[config.mk]
export PLATFORM = sky130hd
export DESIGN_NAME = cdb_arbiter
export DESIGN_NICKNAME = d
export VERILOG_FILES = /design/src/ooo_pkg.sv /design/src/cdb_arbiter.sv
export SDC_FILE = /design/constraint.sdc
export NUM_CORES = 1
export LEC_CHECK = 0
export ABC_AREA = 1
export BUFFER_PORTS_ARGS = -buffer_cell sky130_fd_sc_hd__buf_2
export CAP_MARGIN = 10
export CORE_UTILIZATION = 30
export CTS_BUF_LIST = sky130_fd_sc_hd__clkbuf_2 sky130_fd_sc_hd__clkbuf_4 sky130_fd_sc_hd__clkbuf_8
export DETAILED_ROUTE_END_ITERATION = 7
export PLACE_DENSITY = 0.71
export SETUP_SLACK_MARGIN = 0.15
export SYNTH_ARGS = -nofsm -noshare
export SYNTH_HDL_FRONTEND = slang
export SYNTH_SLANG_ARGS = --single-unit
[constraint.sdc]
create_clock -name clk_100mhz -period 0.8 [get_ports clk_100mhz]
set_clock_uncertainty 0.05 [all_clocks]
set_input_delay 0.08 -clock clk_100mhz [delete_from_list [all_inputs] [get_ports clk_100mhz]]
set_output_delay 0.08 -clock clk_100mhz [all_outputs]
set_load 0.02 [all_outputs]
[src/ooo_pkg.sv]
`default_nettype none

package ooo_pkg;

  typedef logic [31:0] xlen_t;
  typedef logic [4:0] reg_addr_t;
  typedef logic [31:0] tag_t; // rob index, zero extended

  typedef enum logic [6:0] {
    OPC_OP    = 7'b0110011,
    OPC_OPIMM = 7'b0010011
  } opcode_e;

  typedef enum logic [1:0] {OP, OPIMM, MUL, NOP} itype_e;

  typedef enum logic [3:0] {ADD, SUB, AND, OR, XOR, SLT, SLTU, SLL, SRL, SRA} alu_func_e;

  typedef struct packed {
    logic [6:0] funct7;
    reg_addr_t  rs2;
    reg_addr_t  rs1;
    logic [2:0] funct3;
    reg_addr_t  rd;
    logic [6:0] opcode;
  } r_view_t;

  typedef struct packed {
    logic [11:0] imm12;
    reg_addr_t   rs1;
    logic [2:0]  funct3;
    reg_addr_t   rd;
    logic [6:0]  opcode;
  } i_view_t;

  // same word, register form or immediate form
  typedef union packed {
    r_view_t r;
    i_view_t i;
  } inst_u;

  typedef struct packed {
    logic  valid;
    tag_t  tag;
    xlen_t value;
  } cdb_t;

  typedef struct packed {
    alu_func_e func;
    tag_t      qi;
    tag_t      qj;
    xlen_t     vi;
    xlen_t     vj;
    logic      i_rdy;
    logic      j_rdy;
    tag_t      dest;
  } rs_entry_t;

  typedef struct packed {
    alu_func_e func;
    xlen_t     vi;
    xlen_t     vj;
    tag_t      tag;
  } fu_req_t;

endpackage

`default_nettype wire

[src/cdb_arbiter.sv]
`timescale 1ns/100ps
`default_nettype none

module cdb_arbiter #(
  parameter int ROB_DEPTH = 8
) (
  input  logic                           clk_100mhz,
  input  logic                           sys_rst,
  input  logic                           i_alu_valid,
  input  logic [$clog2(ROB_DEPTH)-1:0]   i_alu_tag,
  input  ooo_pkg::xlen_t                 i_alu_result,
  input  logic                           i_mul_valid,
  input  logic [$clog2(ROB_DEPTH)-1:0]   i_mul_tag,
  input  ooo_pkg::xlen_t                 i_mul_result,
  output logic                           o_alu_read,
  output logic                           o_mul_read,
  output ooo_pkg::cdb_t                  o_cdb
);
  import ooo_pkg::*;

  // fixed priority, alu first
  assign o_alu_read = i_alu_valid;
  assign o_mul_read = i_mul_valid && !i_alu_valid;

  always_ff @(posedge clk_100mhz) begin
    if (sys_rst) begin
      o_cdb.valid <= 1'b0;
    end else begin
      o_cdb.valid <= o_alu_read || o_mul_read;
    end
    o_cdb.tag   <= o_alu_read ? tag_t'(i_alu_tag) : tag_t'(i_mul_tag);
    o_cdb.value <= o_alu_read ? i_alu_result : i_mul_result;
  end

endmodule

`default_nettype wire

== Word-level counts from Yosys, hierarchy flattened ==
Cells that the tools add are included.

* Muxes and demuxes: 2
* Reductions and logical operators: 3

{| class="wikitable"
|+ Operator list
! cell !! number
|-
| $mux 32 || 1
|-
| $mux 3 || 1
|-
| $logic_and 1x1->1 || 1
|-
| $logic_not 1->1 || 1
|-
| $logic_or 1x1->1 || 1
|}

* Flip-flop bits (word level): 36
* Input port bits: 74
* Output and inout port bits: 67
* Word-level logic and storage cells: 8

== Logic depth before layout (Yosys ltp) ==
* Word-level depth: 3
* Gate-level depth with buffers: 4
* Depth with buffers taken out: 3

== Worst setup path after synthesis ==
OpenSTA, ideal clock, no wires.

* Path kind: input port to output port
* From: input port i_alu_valid
* To: output port o_mul_read
* Arrival: 0.645 ns
* Data required time: 0.670 ns
* Path slack: 0.025 ns
* Cell stages on the path: 3
* Buffers on the path: 2
* Path through: buf_6 > buf_12 > nor2_1

* Longest elaborated chain between the ends: 2

{| class="wikitable"
|+ RTL lines
! what !! RTL line !! source
|-
| start, declared || cdb_arbiter.sv:9 || <nowiki>input logic i_alu_valid,</nowiki>
|-
| $logic_not 1->1 || cdb_arbiter.sv:23 || <nowiki>assign o_mul_read = i_mul_valid && !i_alu_valid;</nowiki>
|-
| $logic_and 1x1->1 || cdb_arbiter.sv:23 ||
|-
| end, declared || cdb_arbiter.sv:16 || <nowiki>output logic o_mul_read,</nowiki>
|}

Every way passes these cells.

== Final worst setup path ==
* From: register o_cdb[28] in the netlist's numbering
* To: output port o_cdb[28] in the netlist's numbering

{| class="wikitable"
|+ RTL lines
! what !! RTL line !! source
|-
| start, declared || cdb_arbiter.sv:17 || <nowiki>output ooo_pkg::cdb_t o_cdb</nowiki>
|}

No word-level cell between the ends.

==> results.json <==
{
  "dr_total_vias": 1414,
  "initial_core_util": 0.310,
  "clock_path_buffers": 2,
  "hold_violations": 36,
  "dpl.hpwl_um": 2430,
  "top_regs": "o_cdb: 36 flops",
  "worst_slack_ps": -54.8,
  "synth_area_leaders": "dfxtp_1 49%, nand2_1 25%, buf_4 16%",
  "yosys.area.top_type_share": 0.492,
  "p_total_mw": 4.28,
  "die_area_um2": 5160,
  "min_period_ps": 855,
  "syn_avg_cell_area_um2": 7.96,
  "critPathArrivalTime_ps": 720,
  "cts_max_level": 2,
  "yosys.area.top_type": "dfxtp_1",
  "setup_violations": 36,
  "status": "finished, violations left",
  "stdcell_count": 364,
  "tritoncts": "yes",
  "fmax_mhz": 1170,
  "p_per_area_nw_per_um2": 1850,
  "wire_per_inst_um": 9.80,
  "antenna_found_initial": 0,
  "die_x_um": 71.9,
  "vias_per_cell": 3.88,
  "path_class": "flip-flop to output port",
  "rsz0062_at_grt": "true",
  "tns_ps": -1540,
  "grt_pass1_wl_um": 5440,
  "yosys_warnings": 0,
  "cp_cell_sequence": "buf_6",
  "drive_above_1_share": 0.566,
  "post-cts-setup-buffers": 0,
  "top_register": "o_cdb",
  "num_rows": 25,
  "gp_congestion": 0.681,
  "finalMaxSlewViolations": 0,
  "critPathSlowestCell": "dfxtp_2",
  "drt-initial-drc-count": 59,
  "numPortBuffers": 111,
  "fin_nets": 371,
  "cp-start-kind": "flip-flop",
  "ant_nets": 0,
  "cts-root-buf": "clkbuf_8",
  "grt_pass1_vias": 1270,
  "cp_top_family": "flip-flops",
  "min_path_type": "primary input to flip-flop",
  "cts.sink_count": 36,
  "num_antenna_cells": 0,
  "areaGrowthSynthToFinish_pct": 57.9,
  "synth.distinct_cells": 12,
  "first_pass_iters": 4,
  "track_usage": 0.138,
  "fin_util": 0.489,
  "netlist_area_um2": 1460,
  "leakagePower_nw": 1.31,
  "numCtsBuffers": 5,
  "path_clk_slew_ps": 70,
  "largest_reg_flops": 36,
  "holdWs_ps": -67.5,
  "peakVddDrop_mv": 0.591,
  "violations": "negative hold slack, negative setup slack",
  "syn_inst": 184,
  "critPathMaxFanout": 1,
  "io_pins": 141,
  "route.detailed.drc": 0,
  "globalRouteOverflowTotal": 0,
  "synth_seq_area_share": 0.492,
  "ys_seq_elements": 36,
  "worstPathRequired_ps": 670,
  "die_height_um": 71.9,
  "path_buf_inv": 1,
  "dpl.cell_count": 356,
  "totalWireLength_um": 3570,
  "postCtsHoldBufs": 1,
  "timing.final.crit_share": 1.07,
  "grt_max_degree": 36,
  "cap_violations": 0,
  "cp_slowest_stage_delay_ps": 330,
  "core-area_um2": 4720,
  "end_kind": "output port"
}
-- tightest hold or removal path: cells and delay by family --
family | cells | cell delay [ps]
buf+inv | 1 | 70
simple gates | 2 | 80
-- final timing paths --
path | from | to | depth (start not counted)
setup / recovery | o_cdb[28] | o_cdb[28] | 1
hold / removal | i_mul_result[26] | o_cdb[26] | 3
-- area by class of cell --
type / instances / area (um^2)
Tap cell: 67 / 83.8
Sequential cell: 36 / 766
Clock inverter: 1 / 5.00
Clock buffer: 6 / 76.3
Multi-Input combinational cell: 137 / 544
Inverter: 2 / 7.51
Fill cell: 455 / 2410
Timing Repair Buffer: 115 / 828
-- metal layers --
layer / track usage / part of all wire
met3: 0.0647 / 0.12
met5: 0 / 0
met1: 0.129 / 0.37
met2: 0.261 / 0.50
met4: 0.0458 / 0.0070
-- cell usage after synthesis --
cell type  count
inv_1          1
dfxtp_1       36
buf_8          2
nand2_1       96
nor2_1         3
conb_1         1
buf_6          1
nand2_2        9
buf_12         1
buf_2          2
inv_2          1
buf_4         31
-- cell families after synthesis --
group,after synthesis,synth area share
DFF,36,0.492
and+or+nand+nor,108,0.292
other,1,0.00256
buffers and inverters,39,0.213
-- cell usage in the layout, fill, tap and decap left out, drive strengths merged --
cell	n
nand2	105
clkbuf	6
clkinv	1
inv	2
buf	114
conb	29
dfxtp	36
dlygate4sd3	1
nor2	3
-- stage by stage --
stage | setup slack (ps) | cell area, um^2
2_1_floorplan | 168 | 1580
3_3_place_gp | -2.64 | 1950
3_5_place_dp | -37.6 | 1950
4_1_cts | -64.7 | 2310
5_1_grt | -80.6 | 2310
6_report | -54.8 | 2310
-- what timing repair did --
action | in CTS | in global routing
hold endpoints to repair | 36 | 35
resized for setup | 106 | 3
pin swaps | 0 | 1
endpoints found under the setup margin | 36 | 38
cloned | 0 | 0
-- report_power, final --
group / internal, mW / switching (mW) / total [mW]
sequential: 1.97 / 0.0671 / 2.03
combinational: 0.477 / 0.554 / 1.03
clock: 0.625 / 0.590 / 1.21
Note: power is estimated with default switching activity, not from simulation.
