--- src/ooo_pkg.sv ---
`default_nettype none

package ooo_pkg;

  typedef logic [31:0] xlen_t;
  typedef logic [4:0] reg_addr_t;
  typedef logic [31:0] tag_t; // rob index, zero extended

  typedef enum logic [6:0] {
    OPC_OP    = 7'b0110011,
    OPC_OPIMM = 7'b0010011
  } opcode_e;

  typedef enum logic [1:0] {OP, OPIMM, MUL, NOP} itype_e;

  typedef enum logic [3:0] {ADD, SUB, AND, OR, XOR, SLT, SLTU, SLL, SRL, SRA} alu_func_e;

  typedef struct packed {
    logic [6:0] funct7;
    reg_addr_t  rs2;
    reg_addr_t  rs1;
    logic [2:0] funct3;
    reg_addr_t  rd;
    logic [6:0] opcode;
  } r_view_t;

  typedef struct packed {
    logic [11:0] imm12;
    reg_addr_t   rs1;
    logic [2:0]  funct3;
    reg_addr_t   rd;
    logic [6:0]  opcode;
  } i_view_t;

  // same word, register form or immediate form
  typedef union packed {
    r_view_t r;
    i_view_t i;
  } inst_u;

  typedef struct packed {
    logic  valid;
    tag_t  tag;
    xlen_t value;
  } cdb_t;

  typedef struct packed {
    alu_func_e func;
    tag_t      qi;
    tag_t      qj;
    xlen_t     vi;
    xlen_t     vj;
    logic      i_rdy;
    logic      j_rdy;
    tag_t      dest;
  } rs_entry_t;

  typedef struct packed {
    alu_func_e func;
    xlen_t     vi;
    xlen_t     vj;
    tag_t      tag;
  } fu_req_t;

endpackage

`default_nettype wire

--- src/alu_unit.sv ---
`timescale 1ns/100ps
`default_nettype none

module alu_unit #(
  parameter int ROB_DEPTH = 8
) (
  input  logic                           clk_100mhz,
  input  logic                           sys_rst,
  input  logic                           i_issue,
  input  ooo_pkg::fu_req_t               i_req,
  input  logic                           i_read,
  output logic                           o_ready,
  output logic                           o_valid,
  output logic [$clog2(ROB_DEPTH)-1:0]   o_tag,
  output ooo_pkg::xlen_t                 o_result
);
  import ooo_pkg::*;

  localparam int TAG_W = $clog2(ROB_DEPTH);

  xlen_t      alu_res;
  logic [4:0] shamt;

  assign shamt = i_req.vj[4:0];

  always_comb begin
    case (i_req.func)
      SUB:     alu_res = i_req.vi - i_req.vj;
      AND:     alu_res = i_req.vi & i_req.vj;
      OR:      alu_res = i_req.vi | i_req.vj;
      XOR:     alu_res = i_req.vi ^ i_req.vj;
      SLT:     alu_res = xlen_t'($signed(i_req.vi) < $signed(i_req.vj));
      SLTU:    alu_res = xlen_t'(i_req.vi < i_req.vj);
      SLL:     alu_res = i_req.vi << shamt;
      SRL:     alu_res = i_req.vi >> shamt;
      SRA:     alu_res = $signed(i_req.vi) >>> shamt;
      default: alu_res = i_req.vi + i_req.vj;
    endcase
  end

  assign o_ready = !o_valid || i_read; // slot frees as the bus takes it

  always_ff @(posedge clk_100mhz) begin
    if (sys_rst) begin
      o_valid <= 1'b0;
    end else if (i_issue) begin
      o_valid <= 1'b1;
    end else if (i_read) begin
      o_valid <= 1'b0;
    end
  end

  always_ff @(posedge clk_100mhz) begin
    if (i_issue) begin
      o_result <= alu_res;
      o_tag    <= i_req.tag[TAG_W-1:0];
    end
  end

endmodule

`default_nettype wire

--- config.mk ---
export PLATFORM = sky130hd
export DESIGN_NAME = alu_unit
export DESIGN_NICKNAME = d
export VERILOG_FILES = /design/src/ooo_pkg.sv /design/src/alu_unit.sv
export SDC_FILE = /design/constraint.sdc
export NUM_CORES = 1
export LEC_CHECK = 0
export ABC_AREA = 1
export BUFFER_PORTS_ARGS = -buffer_cell sky130_fd_sc_hd__buf_2
export CORE_UTILIZATION = 40
export CTS_BUF_LIST = sky130_fd_sc_hd__clkbuf_2
export CTS_CLUSTER_SIZE = 30
export DETAILED_ROUTE_END_ITERATION = 10
export PLACE_DENSITY_LB_ADDON = 0.05
export SLEW_MARGIN = 15
export SYNTH_ARGS = -nofsm -noshare
export SYNTH_HDL_FRONTEND = slang
export SYNTH_SLANG_ARGS = --single-unit
--- constraint.sdc ---
create_clock -name clk_100mhz -period 5.3 [get_ports clk_100mhz]
set_input_delay 0.53 -clock clk_100mhz [delete_from_list [all_inputs] [get_ports clk_100mhz]]
set_output_delay 0.53 -clock clk_100mhz [all_outputs]
set_load 0.02 [all_outputs]
Yosys cells after proc, flatten, opt, wreduce, memory -nomap -nowiden
Index checks and enable logic that the tools add are counted.
- add/sub/neg operators: 2
- magnitude comparators: 2
- equality and inequality tests: 9
- shift-type cells: 3
- mux-type cells: 3
- bitwise operators: 3
- reductions and logical operators: 3
- operators with widths (kind ; number):
    one-hot mux 32 bit (9 select lines) ; 1
    < comparator 32 bit ; 2
    adder 32 bit ; 1
    AND 32 bit ; 1
    OR 32 bit ; 1
    left shift 32 x 5 -> 32 bit ; 1
    right shift 32 x 5 -> 32 bit ; 1
    >>> shifter 32 x 5 -> 32 bit ; 1
    subtractor 32 bit ; 1
    bitwise XOR 32 bit ; 1
    == test 4 x 3 -> 1 bit (second input constant) ; 4
    == test 4 x 2 -> 1 bit (second input constant) ; 2
    == test 4 bit (second input constant) ; 2
    == test 4 x 1 -> 1 bit (second input constant) ; 1
    2-to-1 mux 1 bit ; 2
    nonzero test 2 bit ; 1
    zero test 1 bit ; 1
    logical OR 1 bit ; 1
- flip-flop bits (word level): 36
- word-level logic and storage cells: 28

Logic depth before layout (Yosys ltp)
- depth after elaboration: 2
- gate-level depth with buffers: 19

Worst setup path before layout
OpenSTA, ideal clock, no wires.
- path kind: input port to flip-flop
- from: input i_req[36] in the netlist's numbering
- to: register o_result[18], data pin
- library setup time: 0.249 ns
- arrival time: 2.441 ns
- path slack: 2.609 ns
- stages: 17
- buffers on the path: 3
- cells stage by stage: inv_1 -> clkbuf_1 -> buf_2 -> ha_1 -> buf_4 -> nor2_1 -> nand2_1 -> nor2_1 -> nand2_1 -> nand3_1 -> nand2_1 -> nand2_1 -> nand2_1 -> nand3_1 -> nand3_1 -> nand2_1 -> inv_1
- word-level cells in the longest chain between the ends: 2
- elaborated cells between the ends (all ways): 6
- classes of those cells: 2 x add/sub; 3 x shift; 1 x mux
- ends and longest elaborated chain (what ; RTL line ; text):
    start, declared ; alu_unit.sv:10 ; input ooo_pkg::fu_req_t i_req,
    adder 32 bit, or another cell as far along ; alu_unit.sv:37 ; default: alu_res = i_req.vi + i_req.vj;
    one-hot mux 32 bit (9 select lines) (*) ; alu_unit.sv:27 ; case (i_req.func)
    net alu_res[18] ; alu_unit.sv:21 ; xlen_t alu_res;
    end signal, assigned ; alu_unit.sv:55 ; o_result <= alu_res;
    end, declared ; alu_unit.sv:15 ; output ooo_pkg::xlen_t o_result
Mark *: on every way through the listed nets, which the timed path passes. The rest lies on a longest branch.
A chain may end at the register's enable or synchronous reset.

Worst setup path in the final report
- from: input i_req[35] in the netlist's numbering
- to: register o_result[9], data pin
Same word-level chain as after synthesis.

==> qor.txt <==
Initial core utilization = 41.16%
Later-pin clock latency in the skew report = 0.38 ns
DRC errors left = 0
Setup crit end kind = register
Row cnt = 60
Netlist Area Pre-Place = 11190 um2
Asr flop ratio synth = 0%
Max Clk Rate = 282.6 MHz
Power share of the sequential group = 21.5%
Total number of clock tree sinks = 36
Slew @ Worst Pin = 0.8732 ns
Post-Syn Instances = 2050
Cell Area, Placed = 11720 um2
Global-route wire length before repair = 80210 um
Crit share post-route = 66.76%
Fillers = 3153
Cell taking the most area after synthesis = nand2_1
Core ar. = 27180 um2
Clk slew on worst S/H paths = 0.15 ns
Initial antenna violation count = 4
Vias per inst = 5.745
Clock root cell = clkbuf_2
P_int = 0.7322 mW
Ys flop type = edfxtp_1
Max IR drop VDD = 103.4 uV
Setup CP Type = input port to register
Count leader, synth = nand2_1
IO Port Bufs = 111
Final min period = 3.538 ns
NumNets Final = 2291
CTS Buf Count = 5
Clock power frac = 6.8%
Vias in the first global route = 12421
Post-route antenna net violation count = 0
Non-filler cells in the finished layout = 2463
Total Power = 1.715 mW
Net count after synthesis = 2253
Netlist cell types = 51
Design Area, Final = 11760 um2
Largest net degree at the start of global routing = 72
Maxcap violations = 0
Worst path required time = 5.35 ns
Fin Setup TNS = 0 ns
Share of the synthesized area in the top cell type = 22.35%
Final hold slack = 0.2766 ns
Comb power frac = 71.7%
Postcts setup bufs = 0
Placed Instances = 2453
Setup violations, final = 0
CTS tree = done
Chip width = 169.2 um
Die height = 169.2 um
EDFF count, synth = 35
Seq/Total Area, Yosys = 9.574%
PwrDens = 145.8 nW/um2
GR peak layer = met2
DRT Wirelength = 54830 um
Sw Ratio = 57.29%
NetSw = 0.9824 mW
Synth Area per Inst = 5.457 um2
Vias = 14151
Synth top area cells = nand2_1, nand3_1, ha_1
Status = complete, no violations
HP Class = input port to register
RSZ-0062 raised after global routing = no
Ports = 141
Hpwl dp = 44920 um
Router iterations before antenna repair = 6
CP startpoint kind = input port
WP data arrival = 3.59 ns
Synthesized flop and latch total = 36
Worst Skew = 0 ns
Grt met2 use = 55.72%
Number of warnings issued by yosys = 0
Leakage Power = 6.291 nW
Drt initial violations = 1800
Worst-case clock buffer depth = 2
P&R area growth vs syn = 5.145%
Final hold vios = 0
Share of post-route cells with drive strength above 1 = 9.430%
GR Util met1 = 55.21%
Met3 Use GR = 4.757%
Global route overflow = 0
Htree depth = 2
Placer Congestion = 0.9838
CP max FO = 25
Mean routed wirelength per cell = 22.26 um
Rel. slew slack = 41.58%
Total track usage = 37.83%
Final slew viol count = 0
Synth top cells by count = nand2_1, nand3_1, inv_1
Post-CTS sizing = 0
Die Footprint = 28640 um2
CTS Hold Bufs = 0
## kinds of logic after synthesis
logic type	count (synthesis)	synth area share (%)
flip-flops	36	9.574
buffers and inverters	354	13.90
AND/OR/NAND/NOR	1293	50.75
AO/OA/AOI/OAI	257	13.69
XOR/XNOR	10	0.7829
multiplexers	1	0.08948
adder cells (fa/ha/maj)	99	11.21
## power by group through the flow
stage	logic (mW)	clock network (mW)	registers [mW]
after global placement	1.19	0	0.376
after floorplan	0.731	0	0.431
after detailed placement	1.19	0	0.377
after global routing	1.33	0.131	0.374
final	1.23	0.116	0.369
after CTS	1.19	0.123	0.370
## per-stage QoR
stage	utilization (%)	setup slack [ns]
after global routing	43.27	1.636
after global placement	43.12	1.508
after CTS	43.26	1.933
final	43.28	1.762
after floorplan	-	2.609
after detailed placement	43.12	1.474
## flip-flops by register name, summed over array words and instances (netlist names)
signal and cells:
o_valid 1, o_tag 3, o_result 32
## final timing paths
check / cells after the start / slack, ns / endpoint / from
setup / recovery: 10 / 1.76 / o_result[9] / i_req[35]
hold / removal: 2 / 0.28 / o_valid / sys_rst
setup reg to reg: 2 / 4.72 / o_valid / o_valid
hold reg to reg: 2 / 0.49 / o_valid / o_valid
## layer usage
metal,vias to the layer above,wire length [um]
li1,6798,-
met2,801,22490
met3,86,5266
met4,0,2244
met1,6466,24830
met5,-,0
## cell usage in the layout, fill, tap and decap left out, types with 17 or more instances in the layout
master,synthesis,final
nand3_1,354,354
inv_1,247,246
ha_1,97,97
nand4_1,35,35
o21ai_0,56,56
o21bai_1,17,17
inv_2,17,17
o22ai_1,20,20
nor3_1,18,18
a21oi_1,91,91
nand2_1,666,666
o211ai_1,18,18
buf_2,39,111
nor2_1,151,151
edfxtp_1,35,35
nand2_2,18,18
## worst max-delay path, cell delays in order
cell      delay [ns]
buf_2           0.09
clkinv_1        0.62
ha_1            0.81
nor2_1          0.19
nand2_1         0.13
nand2_1         0.15
nand2_1         0.09
nand2_1         0.10
o21ai_0         0.50
nand4_1         0.38
## final cells by class
cell class	instances	area (um2)	share of cell area [%]
repair buffers	119	615.6	5.233
flip-flops and latches	36	1071	9.105
diodes	2	5.005	0.04255
clock inverters	1	3.754	0.03191
multi-input cells	1660	8561	72.78
clock buffers	7	35.03	0.2978
inverters	266	1006	8.552
well taps	372	465.4	3.957
Note: power is estimated with default switching activity, not from simulation.
