===== src/ooo_pkg.sv =====
`default_nettype none

package ooo_pkg;

  typedef logic [31:0] xlen_t;
  typedef logic [4:0] reg_addr_t;
  typedef logic [31:0] tag_t; // rob index, zero extended

  typedef enum logic [6:0] {
    OPC_OP    = 7'b0110011,
    OPC_OPIMM = 7'b0010011
  } opcode_e;

  typedef enum logic [1:0] {OP, OPIMM, MUL, NOP} itype_e;

  typedef enum logic [3:0] {ADD, SUB, AND, OR, XOR, SLT, SLTU, SLL, SRL, SRA} alu_func_e;

  typedef struct packed {
    logic [6:0] funct7;
    reg_addr_t  rs2;
    reg_addr_t  rs1;
    logic [2:0] funct3;
    reg_addr_t  rd;
    logic [6:0] opcode;
  } r_view_t;

  typedef struct packed {
    logic [11:0] imm12;
    reg_addr_t   rs1;
    logic [2:0]  funct3;
    reg_addr_t   rd;
    logic [6:0]  opcode;
  } i_view_t;

  // same word, register form or immediate form
  typedef union packed {
    r_view_t r;
    i_view_t i;
  } inst_u;

  typedef struct packed {
    logic  valid;
    tag_t  tag;
    xlen_t value;
  } cdb_t;

  typedef struct packed {
    alu_func_e func;
    tag_t      qi;
    tag_t      qj;
    xlen_t     vi;
    xlen_t     vj;
    logic      i_rdy;
    logic      j_rdy;
    tag_t      dest;
  } rs_entry_t;

  typedef struct packed {
    alu_func_e func;
    xlen_t     vi;
    xlen_t     vj;
    tag_t      tag;
  } fu_req_t;

endpackage

`default_nettype wire


===== src/decode_dispatch.sv =====
`timescale 1ns/100ps
`default_nettype none

module decode_dispatch #(
  parameter int ROB_DEPTH = 8
) (
  input  logic                           i_inst_valid,
  input  ooo_pkg::inst_u                 i_inst,
  input  ooo_pkg::xlen_t                 i_rf_val1,
  input  ooo_pkg::xlen_t                 i_rf_val2,
  input  logic                           i_rf_busy1,
  input  logic                           i_rf_busy2,
  input  logic [$clog2(ROB_DEPTH)-1:0]   i_rf_tag1,
  input  logic [$clog2(ROB_DEPTH)-1:0]   i_rf_tag2,
  input  ooo_pkg::xlen_t                 i_rob_val1,
  input  ooo_pkg::xlen_t                 i_rob_val2,
  input  logic                           i_rob_rdy1,
  input  logic                           i_rob_rdy2,
  input  logic [$clog2(ROB_DEPTH)-1:0]   i_alloc_tag,
  input  logic                           i_rob_free,
  input  logic                           i_alu_rs_free,
  input  logic                           i_mul_rs_free,
  output logic                           o_inst_ready,
  output logic                           o_alloc,
  output ooo_pkg::reg_addr_t             o_alloc_rd,
  output ooo_pkg::reg_addr_t             o_rs1,
  output ooo_pkg::reg_addr_t             o_rs2,
  output logic                           o_alu_dispatch,
  output logic                           o_mul_dispatch,
  output ooo_pkg::rs_entry_t             o_entry
);
  import ooo_pkg::*;

  itype_e    itype;
  alu_func_e func;
  xlen_t     imm;
  logic      accept;

  always_comb begin
    itype = NOP;
    if (i_inst.r.opcode == OPC_OP) begin
      if (i_inst.r.funct7 == 7'b0000001) begin
        itype = (i_inst.r.funct3 == 3'b000) ? MUL : NOP; // only the low product
      end else if (i_inst.r.funct7 == 7'b0000000 || i_inst.r.funct7 == 7'b0100000) begin
        itype = OP;
      end
    end else if (i_inst.i.opcode == OPC_OPIMM) begin
      itype = OPIMM;
    end

    // funct7[5] is imm12[10] in the immediate form, so srai decodes the same
    case (i_inst.r.funct3)
      3'b000:  func = (itype == OP && i_inst.r.funct7[5]) ? SUB : ADD;
      3'b001:  func = SLL;
      3'b010:  func = SLT;
      3'b011:  func = SLTU;
      3'b100:  func = XOR;
      3'b101:  func = i_inst.r.funct7[5] ? SRA : SRL;
      3'b110:  func = OR;
      default: func = AND;
    endcase
  end

  assign imm = {{20{i_inst.i.imm12[11]}}, i_inst.i.imm12};

  assign o_rs1      = i_inst.i.rs1;
  assign o_rs2      = i_inst.r.rs2;
  assign o_alloc_rd = i_inst.r.rd;

  // independent of i_inst on purpose
  assign o_inst_ready = i_rob_free && i_alu_rs_free && i_mul_rs_free;
  assign accept       = i_inst_valid && o_inst_ready;

  assign o_alloc        = accept && itype != NOP;
  assign o_alu_dispatch = accept && (itype == OP || itype == OPIMM);
  assign o_mul_dispatch = accept && itype == MUL;

  // operand order: register file, then rob, then wait on the tag
  always_comb begin
    o_entry      = '0;
    o_entry.func = func;
    o_entry.dest = tag_t'(i_alloc_tag);
    o_entry.qi   = tag_t'(i_rf_tag1);
    o_entry.qj   = tag_t'(i_rf_tag2);

    if (!i_rf_busy1) begin
      o_entry.vi    = i_rf_val1;
      o_entry.i_rdy = 1'b1;
    end else if (i_rob_rdy1) begin
      o_entry.vi    = i_rob_val1;
      o_entry.i_rdy = 1'b1;
    end

    if (itype == OPIMM) begin
      o_entry.vj    = imm;
      o_entry.j_rdy = 1'b1;
    end else if (!i_rf_busy2) begin
      o_entry.vj    = i_rf_val2;
      o_entry.j_rdy = 1'b1;
    end else if (i_rob_rdy2) begin
      o_entry.vj    = i_rob_val2;
      o_entry.j_rdy = 1'b1;
    end
  end

endmodule

`default_nettype wire


===== config.mk =====
export PLATFORM = sky130hd
export DESIGN_NAME = decode_dispatch
export DESIGN_NICKNAME = d
export VERILOG_FILES = /design/src/ooo_pkg.sv /design/src/decode_dispatch.sv
export SDC_FILE = /design/constraint.sdc
export NUM_CORES = 1
export LEC_CHECK = 0
export ABC_AREA = 1
export BUFFER_PORTS_ARGS = -buffer_cell sky130_fd_sc_hd__buf_2
export CAP_MARGIN = 20
export CORE_AREA = 2 2 141 143
export DETAILED_ROUTE_END_ITERATION = 10
export DIE_AREA = 0 0 143 145
export PLACE_DENSITY = 0.48
export SETUP_SLACK_MARGIN = 0.3
export SYNTH_ARGS = -nofsm -noshare
export SYNTH_HDL_FRONTEND = slang
export SYNTH_SLANG_ARGS = --single-unit
export TNS_END_PERCENT = 50

===== constraint.sdc =====
create_clock -name vclk -period 1.4
set_input_delay 0.21 -clock vclk [all_inputs]
set_output_delay 0.21 -clock vclk [all_outputs]
set_load 0.02 [all_outputs]

# After elaboration in Yosys (flattened, before gate mapping)
# Cells that the tools add are included.
[classes]
n_eq_ne = 13
n_mux = 18
n_reduce_logical = 12
[op_table]
columns = ["cell", "n"]
rows = [
  ["$mux 32", 5],
  ["$pmux 4 s7", 1],
  ["$eq 7x6->1 const B", 2],
  ["$eq 3x3->1 const B", 3],
  ["$mux 1", 8],
  ["$mux 2", 4],
  ["$eq 7x1->1 const B", 1],
  ["$eq 7x5->1 const B", 1],
  ["$logic_and 1x1->1", 7],
  ["$logic_not 7->1", 1],
  ["$eq 3x2->1 const B", 2],
  ["$eq 3x1->1 const B", 1],
  ["$logic_not 3->1", 1],
  ["$eq 2x1->1 const B", 1],
  ["$eq 2x2->1 const B", 1],
  ["$logic_not 2->1", 1],
  ["$logic_or 1x1->1", 2],
  ["$ne 2x2->1 const B", 1],
]
[totals]
output_inout_bits = 185
reg_bits = 0

# Longest topological paths before layout
[depth]
word_depth = 9
mapped_depth = 10

# Worst setup path after synthesis
# No wires, ideal clock.
[synth_timing]
kind = "input to output"
start = "in i_inst[12] in the netlist's numbering"
end = "out o_entry[162] in the netlist's numbering"
n_path_buf = 0
setup_slack_ps = -47
required_time_ps = 1190
stages = 5
arrival_ps = 1237
path_cell_list = "inv_1 -> nor3_1 -> o21bai_1 -> nand2_1 -> nand2_1"
[synth_lines]
columns = ["element", "line_no", "rtl"]
rows = [
  ["start: declaration", "decode_dispatch.sv:8", "input ooo_pkg::inst_u i_inst,"],
  ["end: declaration", "decode_dispatch.sv:30", "output ooo_pkg::rs_entry_t o_entry"],
]

==> results.json <==
{
  "timing_hold_violations_final": 0,
  "clock_power_share": 0,
  "num_antenna_cells": 0,
  "initial_util": 0.1256,
  "synthDominantAreaCellType": "sky130_fd_sc_hd__buf_4",
  "dp_cells": 941,
  "mappedNetlistArea_um2": 2412,
  "avgViaCountPerCell": 3.515,
  "place_area_um2": 3837,
  "syn_area_per_cell_um2": 5.279,
  "cts.hold.buffers_added": 0,
  "grt_start_max_net_pins": 44,
  "worstPathCellList": "buf_8 > nor2_4 > nand2_2 > nor2_1 > nand2_1 > nand3_2 > nand2_4 > inv_6 > nand2_8 > clkbuf_16 > nand2_4 > buf_6",
  "arithmetic_cell_share_of_the_synthesized_area_counting_full_adders_half_adders_and_majority_gates": 0,
  "antenna_found_initial": 0,
  "synth-seq-area-share": 0,
  "fin_crit_sh": 1.165,
  "syn_to_final_growth_pct": 101.1,
  "number_of_rows_created_at_floorplan": 51,
  "yosysTopAreaCellShare": 0.3548,
  "status": "complete, but fails checks",
  "synth_simple_gate_area_share": 0.3330,
  "highest_cell_delay_on_the_worst_timing_path_ns": 0.18,
  "post_synthesis_xor_xnor_area_fraction": 0,
  "power-per-cell-area_nw_per_um2": 336.6,
  "drt_wl_total_um": 11320,
  "critPathKind": "input port to output pin",
  "routabilityCongestion": 0.7680,
  "remaining_routing_drc_violations": 0,
  "final_area_um2": 4852,
  "drt_pass1_iterations": 4,
  "power.share.switching": 0.5776,
  "io-pin-count": 362,
  "grt_usage": 0.08479,
  "path_max_fanout": 6,
  "maxCapViolCount": 0,
  "final-instance-count-excl-fill": 947,
  "final_layout_size_suffix_gt1_frac": 0.5792,
  "commonest_cells_post_synth": "114 x sky130_fd_sc_hd__buf_4, 77 x sky130_fd_sc_hd__nand2_1, 71 x sky130_fd_sc_hd__inv_1, 70 x sky130_fd_sc_hd__nand3_1, 66 x sky130_fd_sc_hd__o21ai_0",
  "chipWidth_um": 143,
  "timing.final.setup_violations": 35,
  "ys_warn_count": 0,
  "final-max-slew-violation-count": 0,
  "synth_top_family_by_area": "buffers and inverters",
  "sequentialPowerShare": 0,
  "power_frac_comb": 1.000,
  "detailedPlace.worstSlack_ns": -0.2913,
  "power.switching_mw": 0.9432,
  "cellLeakagePower_nw": 2.681,
  "die_y_um": 145,
  "flops_and_latches": 0,
  "yosys-mux-area-fraction": 0,
  "grt_pass1_wl_um": 14280,
  "critical-path-slowest-cell": "sky130_fd_sc_hd__clkbuf_16",
  "synth-compound-area-share": 0.1457,
  "arrival_worst_endpoint_ns": 1.42,
  "violations": "setup timing",
  "synthTopCellsByArea": "sky130_fd_sc_hd__buf_4 35%, sky130_fd_sc_hd__nand3_1 15%, sky130_fd_sc_hd__o21ai_0 14%",
  "internal_cell_power_mw": 0.6898,
  "end_kind": "output pin",
  "final-seq-area_um2": 0,
  "drt_iter0_drc": 68,
  "ys_types": 23,
  "design.core.area_um2": 19210,
  "synth_most_common_cell": "sky130_fd_sc_hd__buf_4",
  "cp_data_required_time_ns": 1.19,
  "fmax_ghz": 0.6131,
  "grt_pass1_vias": 2818,
  "layout.nets": 861,
  "crit_top_cell": "sky130_fd_sc_hd__nand2_4",
  "post-route-worst-setup-slack_ns": -0.2311,
  "io_buffer_count": 237,
  "fp.dieArea_um2": 20740,
  "setup.worst_path.start_class": "input port",
  "dp_hpwl_um": 9053,
  "ant_nets": 0,
  "min-delay-path-class": "input port to output pin",
  "wire_per_inst_um": 11.95,
  "vdd_drop_max_mv": 0.2339,
  "n_clock_buffer": 0,
  "post_synth_inst_count": 457,
  "grt_setup_unrepaired": "true",
  "whs_path_depth": 0,
  "num_vias": 3329,
  "final_core_util": 0.2526,
  "post-route-min-period_ns": 1.631,
  "sum_of_overflow_across_all_layers_after_global_routing": 0
}
layout make-up:
cell class	count	area [um2]
multi-input cells	331	2120
fillers	2158	14360
well taps	265	331.6
repair buffers	278	2122
inverters	73	279.0
routing by layer:
metal | up-vias | GRT usage | wire [um]
li1 | 1674 | - | -
met1 | 1431 | 0.08028 | 3626
met2 | 210 | 0.1828 | 6394
met3 | 14 | 0.01683 | 1136
met4 | 0 | 0.01188 | 159
met5 | - | 0 | 0
repair_timing:
| action | in CTS | in global routing |
|---|---|---|
| setup endpoints to repair | 71 | 65 |
| buffers inserted | 0 | 2 |
| gates cloned | 0 | 4 |
| resized for setup | 97 | 169 |
| pin swaps | 4 | 35 |
power by group through the flow:
stage / logic (mW) / registers [mW] / clock network [mW]
floorplan: 1.03 / 0 / 0
global placement: 1.30 / 0 / 0
detailed placement: 1.30 / 0 / 0
CTS: 1.42 / 0 / 0
global route: 1.75 / 0 / 0
finish: 1.63 / 0 / 0
cells by family (layout without fill, tap and decap cells):
| family | after synthesis | in the layout |
|---|---|---|
| compound gates | 69 | 69 |
| buf+inv | 212 | 351 |
| other cells | 1 | 87 |
| simple gates | 175 | 175 |
placed cells by master, fill, tap and decap left out, drive strengths merged:
| cell type | n |
|---|---|
| o21bai | 1 |
| nand3b | 2 |
| nand3 | 71 |
| a21oi | 2 |
| clkbuf | 4 |
| buf | 274 |
| nand2 | 89 |
| inv | 73 |
| nor2 | 10 |
| o21ai | 66 |
| conb | 87 |
| and3 | 1 |
| nor3 | 2 |
final timing paths:
| check | start | endpoint |
|---|---|---|
| worst max-delay path | i_inst[31] | o_entry[56] |
| worst min-delay path | i_inst[16] | o_rs1[1] |
metrics by stage:
step,total power [mW],hold WS [ns],TNS (ns)
finish,1.633,0.4200,-6.929
global placement,1.297,0.4201,-8.715
floorplan,1.028,0.4779,0
detailed placement,1.299,0.4201,-9.085
global route,1.754,0.4201,-9.997
CTS,1.417,0.4201,-7.502
critical path, delay by kind of cell:
kind,cells,cell delay (ns)
buffers and inverters,4,0.50
and+or+nand+nor,8,0.70
Note: power is estimated with default switching activity, not from simulation.
