$ cat src/ooo_pkg.sv
`default_nettype none

package ooo_pkg;

  typedef logic [31:0] xlen_t;
  typedef logic [4:0] reg_addr_t;
  typedef logic [31:0] tag_t; // rob index, zero extended

  typedef enum logic [6:0] {
    OPC_OP    = 7'b0110011,
    OPC_OPIMM = 7'b0010011
  } opcode_e;

  typedef enum logic [1:0] {OP, OPIMM, MUL, NOP} itype_e;

  typedef enum logic [3:0] {ADD, SUB, AND, OR, XOR, SLT, SLTU, SLL, SRL, SRA} alu_func_e;

  typedef struct packed {
    logic [6:0] funct7;
    reg_addr_t  rs2;
    reg_addr_t  rs1;
    logic [2:0] funct3;
    reg_addr_t  rd;
    logic [6:0] opcode;
  } r_view_t;

  typedef struct packed {
    logic [11:0] imm12;
    reg_addr_t   rs1;
    logic [2:0]  funct3;
    reg_addr_t   rd;
    logic [6:0]  opcode;
  } i_view_t;

  // same word, register form or immediate form
  typedef union packed {
    r_view_t r;
    i_view_t i;
  } inst_u;

  typedef struct packed {
    logic  valid;
    tag_t  tag;
    xlen_t value;
  } cdb_t;

  typedef struct packed {
    alu_func_e func;
    tag_t      qi;
    tag_t      qj;
    xlen_t     vi;
    xlen_t     vj;
    logic      i_rdy;
    logic      j_rdy;
    tag_t      dest;
  } rs_entry_t;

  typedef struct packed {
    alu_func_e func;
    xlen_t     vi;
    xlen_t     vj;
    tag_t      tag;
  } fu_req_t;

endpackage

`default_nettype wire

$ cat src/rename_regfile.sv
`timescale 1ns/100ps
`default_nettype none

module rename_regfile #(
  parameter int ROB_DEPTH = 8
) (
  input  logic                           clk_100mhz,
  input  logic                           sys_rst,
  input  ooo_pkg::reg_addr_t             i_rs1,
  input  ooo_pkg::reg_addr_t             i_rs2,
  input  logic                           i_rename,
  input  ooo_pkg::reg_addr_t             i_rename_rd,
  input  logic [$clog2(ROB_DEPTH)-1:0]   i_rename_tag,
  input  logic                           i_commit,
  input  ooo_pkg::reg_addr_t             i_commit_rd,
  input  logic [$clog2(ROB_DEPTH)-1:0]   i_commit_tag,
  input  ooo_pkg::xlen_t                 i_commit_value,
  output ooo_pkg::xlen_t                 o_rf_val1,
  output ooo_pkg::xlen_t                 o_rf_val2,
  output logic                           o_rf_busy1,
  output logic                           o_rf_busy2,
  output logic [$clog2(ROB_DEPTH)-1:0]   o_rf_tag1,
  output logic [$clog2(ROB_DEPTH)-1:0]   o_rf_tag2
);
  import ooo_pkg::*;

  localparam int TAG_W = $clog2(ROB_DEPTH);

  xlen_t             regs [32];
  logic [31:0]       busy;
  logic [TAG_W-1:0]  tags [32]; // newest producer of each register

  assign o_rf_val1  = regs[i_rs1];
  assign o_rf_val2  = regs[i_rs2];
  assign o_rf_busy1 = busy[i_rs1];
  assign o_rf_busy2 = busy[i_rs2];
  assign o_rf_tag1  = tags[i_rs1];
  assign o_rf_tag2  = tags[i_rs2];

  always_ff @(posedge clk_100mhz) begin
    if (sys_rst) begin
      for (int k = 0; k < 32; k++) begin
        regs[k] <= '0;
      end
      busy <= '0;
    end else begin
      if (i_commit && i_commit_rd != '0) begin
        regs[i_commit_rd] <= i_commit_value;
        // a younger rename keeps the register busy
        if (tags[i_commit_rd] == i_commit_tag &&
            !(i_rename && i_rename_rd == i_commit_rd)) begin
          busy[i_commit_rd] <= 1'b0;
        end
      end
      if (i_rename && i_rename_rd != '0) begin // x0 stays idle
        busy[i_rename_rd] <= 1'b1;
        tags[i_rename_rd] <= i_rename_tag;
      end
    end
  end

endmodule

`default_nettype wire

$ cat config.mk
export PLATFORM = sky130hd
export DESIGN_NAME = rename_regfile
export DESIGN_NICKNAME = d
export VERILOG_FILES = /design/src/ooo_pkg.sv /design/src/rename_regfile.sv
export SDC_FILE = /design/constraint.sdc
export NUM_CORES = 2
export LEC_CHECK = 0
export BUFFER_PORTS_ARGS = -buffer_cell sky130_fd_sc_hd__buf_2
export CAP_MARGIN = 20
export CORE_MARGIN = 1.5
export CORE_UTILIZATION = 55
export DETAILED_ROUTE_END_ITERATION = 12
export PLACE_DENSITY_LB_ADDON = 0.12
export SLEW_MARGIN = 40
export SYNTH_ARGS = -nofsm -noshare
export SYNTH_HDL_FRONTEND = slang
export SYNTH_SLANG_ARGS = --single-unit
$ cat constraint.sdc
create_clock -name clk_100mhz -period 4.65 [get_ports clk_100mhz]
set_input_delay 0.6975 -clock clk_100mhz [delete_from_list [all_inputs] [get_ports clk_100mhz]]
set_output_delay 0.6975 -clock clk_100mhz [all_outputs]
set_load 0.005 [all_outputs]
Word-level counts from Yosys, hierarchy flattened
Memories as Yosys holds them, arrays and structs flattened. Index checks and enable logic that the tools add are counted.

Bitwise gates (word level): 3. Eq/ne operators: 2. Order comparisons: 6. Muxes and demuxes: 23. Reductions and logical operators: 10.

Operators with widths (number): 2-to-1 mux 32 bit (5); AND 32 bit (1); inverter 32 bit (1); bitwise OR 32 bit (1); OR reduction 32 bit (1); less-than comparator 5 x 6 -> 1 bit (second input constant) (4); 2-to-1 mux 1 bit (13); binary-select mux 1 bit (select 5 bit) (2); demux 1 bit (select 5 bit) (2); greater-or-equal comparator 5 x 1 -> 1 bit (second input constant) (2); nonzero test 5 bit (2); logical AND 1 bit (6); equality test 5 bit (1); 2-to-1 mux 5 bit (1); equality test 3 bit (1); logical NOT 1 bit (1).

Memory bits (writable): 1120. Output and inout bits: 72. Memories: 2. Logic and storage cells: 47. Register bits after elaboration: 32. Input port bits: 62.

Memory list: regs (depth 32, bits a word 32, read ports 2, clocked after Yosys merged registers in 0, write ports 32, RTL line rename_regfile.sv:29) `xlen_t regs [32];`; tags (depth 32, bits a word 3, read ports 3, clocked after Yosys merged registers in 0, write ports 1, RTL line rename_regfile.sv:31) `logic [TAG_W-1:0] tags [32];`.

Logic depth before layout (Yosys ltp)
Depth in word-level cells: 11. Mapped depth: 11. Depth with buffers taken out: 7.

Worst setup path after synthesis
OpenSTA, ideal clock, no wires.

Path type: input-to-reg. Start point: input i_commit_rd[4]. End point: memory regs[24][0] (netlist name) (enable). Required time: 4.184 ns. Arrival: 4.018 ns. Path slack: 0.166 ns. Stages on the path: 7. Path buffers: 3. Path through: buf_2 > clkbuf_1 > nor3_1 > nor3_1 > nand2_1 > clkbuf_1 > o21ai_0.

RTL lines: start: declaration (RTL line rename_regfile.sv:15) `input ooo_pkg::reg_addr_t i_commit_rd,`; end: declaration (RTL line rename_regfile.sv:29).

Worst setup path in the final report
Start point: input i_rs2[0]. End point: output o_rf_val2[4].

Longest elaborated chain between the ends: 1.

Ends and longest elaborated chain: start: declaration (RTL line rename_regfile.sv:10) `input ooo_pkg::reg_addr_t i_rs2,`; memory (32 x 32 bit); end: declaration (RTL line rename_regfile.sv:19) `output ooo_pkg::xlen_t o_rf_val2,`.

No other way between the ends.

==> results.txt <==
- For this design, the slowest cell found on the critical path is mux4_2.
- Number of top-level pins: 134
- The synthesized design spends more area on one cell type than any other, namely edfxtp_1.
- Of the post-synthesis cell area, the dominant cell type holds 0.548.
- Post-synth EDFFs: 1,120
- Static power due to leakage: 23.6 nW
- For the worst setup path, the data required time is 3.95 ns.
* Maximum fanout encountered on the critical timing path: 30
* Quantity of I/O buffers inserted on ports: 133
- Data arrival time of the worst path: 3.11 ns
* Total number of vias: 37,900
- DRC violations left: 0
- Die W: 337 µm
* Maximum number of pins on one net before global-route repair: 45
- End of the worst register-to-register path: busy[23]
* Final ANT Viol Nets: 0
- Of the total power, registers draw 0.471.
- Post-CTS Setup Repair Bufs: 0
- Util after Layout: 0.628
- For this design the ratio of total power to cell area is 373 nW/µm².
- The die is 337 µm tall.
* Min-Delay Startpoint: i_rename_tag[0]
- Max-Cap Viols: 0
- Setup violators final: 0
- In the final routed layout, each cell accounts on average for 37.1 µm.
- Most frequent cell on the critical path: mux4_2
- First-pass iteration count of the detailed router: 6
- Post-synth ARST share: 0
- Global-route usage over all layers: 0.358
* Deepest clock path buffer count: 3
* Post-route total power: 25.9 mW
- The first routing iteration left 6,021 violations.
* Root buf cell: clkbuf_16
- TritonCTS Buffers: 130
- Max-slew violation count: 0
- The via count of the first global-routing pass came to 38,700.
- Die area: 114,000 µm²
- Post-cts sizing count: 0
* Internal power consumption: 19.7 mW
- Count of final hold-check violations: 0
- In the synthesized netlist, the number of instances is 3,685.
- Of the total power, the clock network draws 0.409.
- Clock-pin slew was measured on the worst setup and hold paths at 0.06 ns.
- VDD sags by at most 0.283 mV.
- OpenSTA, run right after detailed placement, puts the worst setup slack at 0.828 ns.
- Global placer's final weighted congestion: 0.934
- Area delta synth->final: 13.3%
- Max_slew headroom: 0.400
- For this run, the slowest stage of the critical path takes 0.54 ns.
- Kind of path behind the tightest hold check: input port to flop
* Post-route setup slack: 0.840 ns
- STA classifies the critical path endpoint as a primary output.
- Startpoint of the most critical register-to-register path: tags[3][1]
* Mapped cell area: 61,400 µm²
* Core region area: 111,000 µm²
- For this design the total switching power over the nets is 6.18 mW.
* Clock sinks: 1,152
- Maximum clock skew at final layout: 0.0189 ns
- After detailed placement, the design holds a cell count of 5,125.
* Final-layout setup total negative slack: 0 ns
- Of the synthesized area, sequential elements account for 0.558.
* Yosys warns: 0
- The average instance in the mapped netlist occupies 16.7 µm².
- After legalization and detailed placement, the total HPWL measured 117 mm.
* Non-filler instance count after layout: 5,369
* Clock latency at the later pin of the worst-skew pair: 0.74 ns
- For this configuration, the core starts out at a cell density of 0.555.
- TritonCTS built the clock tree.
- Number of hold-repair buffers added at the cts stage: 0
- # H-tree levels: 4
* Setup repair after global routing missed its margin: no
- The run finished with clean final reports.
- Setup slack of the worst register-to-register path: 2.09 ns
- Traced cell by cell, the critical path runs through buf_8, buf_12, buf_4, mux4_2, mux4_2, mux2_2, buf_2.
- After global routing the overflow that remains totals 0.
- Wires add up to 199 mm.
* Part of the cycle the worst path needs: 0.819
- In the final layout, the share of cells above drive strength 1 is 0.358.
- Cells on worst reg2reg path: 8
- Antenna violations before repair: 17
- Actual slew at the worst max-slew pin: 0.899 ns
- Wire length of the first global-routing pass: 283 mm
- Along the worst hold path, the cell count comes to 1.
- Post-synthesis register bit count: 1,152
* Number of core rows: 122
- Sorting the synthesized cells by area gives the leading types as edfxtp_1 55%, mux4_2 27%, and2_1 10%, clkbuf_1 1.8%, mux2_2 1.3%.
- Setup crit start kind: input port
- Yosys cell types: 55
* Tmin final: 3.81 ns
- The path with the worst hold slack has its endpoint at tags[18][0].
- Switching power as a share of total power: 0.239
* Number of vias per cell: 7.07
- The share of total power dissipated in combinational logic is 0.120.
* # nets final: 3,831
- Most instantiated flip-flop cell in the synthesis netlist: edfxtp_1
* Category of the most critical setup path: input port to primary output
- Based on the critical path, the design can be clocked at up to 263 MHz.
## how the worst max path moves through the flow
stage / startpoint / cells after the start / slack [ns] / endpoint
floorplan: i_commit_rd[4] / 7 / 0.17 / regs[24][0]
global placement: i_rs2[0] / 7 / 0.86 / o_rf_val2[4]
detailed placement: i_rs2[0] / 7 / 0.83 / o_rf_val2[4]
CTS: i_rs2[0] / 7 / 0.82 / o_rf_val2[4]
global route: i_rs2[0] / 7 / 0.76 / o_rf_val2[4]
finish: i_rs2[0] / 7 / 0.84 / o_rf_val2[4]
## power groups by stage
stage	logic [mW]	clock network, mW	registers, mW
2_1_floorplan	1.95	0	12.3
3_3_place_gp	3.04	0	12.3
3_5_place_dp	3.08	0	12.4
4_1_cts	3.09	10.7	12.2
5_1_grt	3.21	11.1	12.2
6_report	3.11	10.6	12.2
## metrics by stage
stage                     hold slack [ns]  area (µm²)
final                               0.468       69500
after global routing                0.474       69500
after CTS                           0.420       69500
after detailed placement            0.471       65100
after global placement              0.472       65100
after floorplan                     0.451       61500
## synth_stat cells (4+ instances only)
| library cell | count |
|---|---|
| edfxtp_1 | 1120 |
| a21oi_2 | 10 |
| mux2i_1 | 33 |
| clkbuf_1 | 297 |
| a31oi_1 | 16 |
| o21ai_0 | 18 |
| nor2_1 | 68 |
| buf_1 | 28 |
| nand3_1 | 9 |
| mux2_2 | 73 |
| xor2_1 | 4 |
| nand2b_1 | 5 |
| buf_2 | 47 |
| buf_6 | 12 |
| buf_4 | 9 |
| and2_1 | 995 |
| nor2b_1 | 11 |
| nor3_1 | 15 |
| nor4_1 | 7 |
| inv_1 | 5 |
| and3_1 | 5 |
| dfxtp_1 | 32 |
| a21oi_1 | 37 |
| nand2_1 | 46 |
| o22ai_1 | 10 |
| mux4_2 | 725 |
## logic make-up after synthesis
| group | share of synthesized area |
|---|---|
| flip-flops | 0.558 |
| other | 0.0000611 |
| multiplexers | 0.286 |
| buffers and inverters | 0.0276 |
| XOR/XNOR | 0.00124 |
| AND/OR/NAND/NOR | 0.116 |
| AO/OA/AOI/OAI | 0.0109 |
## layer usage
layer	part of all wire	global-route usage	routed length, µm	up-vias
met3	0.12	0.0872	24700	570
met1	0.35	0.475	69400	19800
li1	-	-	-	14600
met2	0.48	0.568	95600	2958
met5	0.00011	0.000851	21	-
met4	0.047	0.157	9450	4
## sequential cells by signal, indices dropped and copies added, names as in the netlist
| name | flops |
|---|---|
| regs | 1024 |
| tags | 96 |
| busy | 32 |
## final cells by class
type | instances | area [µm²]
antenna | 9 | 22.5
clock buffer | 154 | 3510
clock inverter | 81 | 848
fill | 7777 | 41200
inverter | 6 | 22.5
multi-input combinational | 2167 | 26000
sequential | 1152 | 34300
tap | 1488 | 1860
timing repair buffer | 312 | 2980
## critical path, delay by kind of cell
family | cells | cell delay [ns]
muxes | 3 | 1.36
buffers and inverters | 4 | 1.01
## layout by cell type, fill, tap and decap left out, drive strengths merged, types with 34 or more instances in the layout
| cell | n |
|---|---|
| a21oi | 47 |
| mux4 | 726 |
| mux2 | 75 |
| conb | 35 |
| nor2 | 70 |
| clkinv | 53 |
| buf | 312 |
| clkbuf | 154 |
| and2 | 995 |
| nand2 | 46 |
| edfxtp | 1120 |
| mux2i | 34 |
No activity file was read; power rests on OpenSTA's default activity.
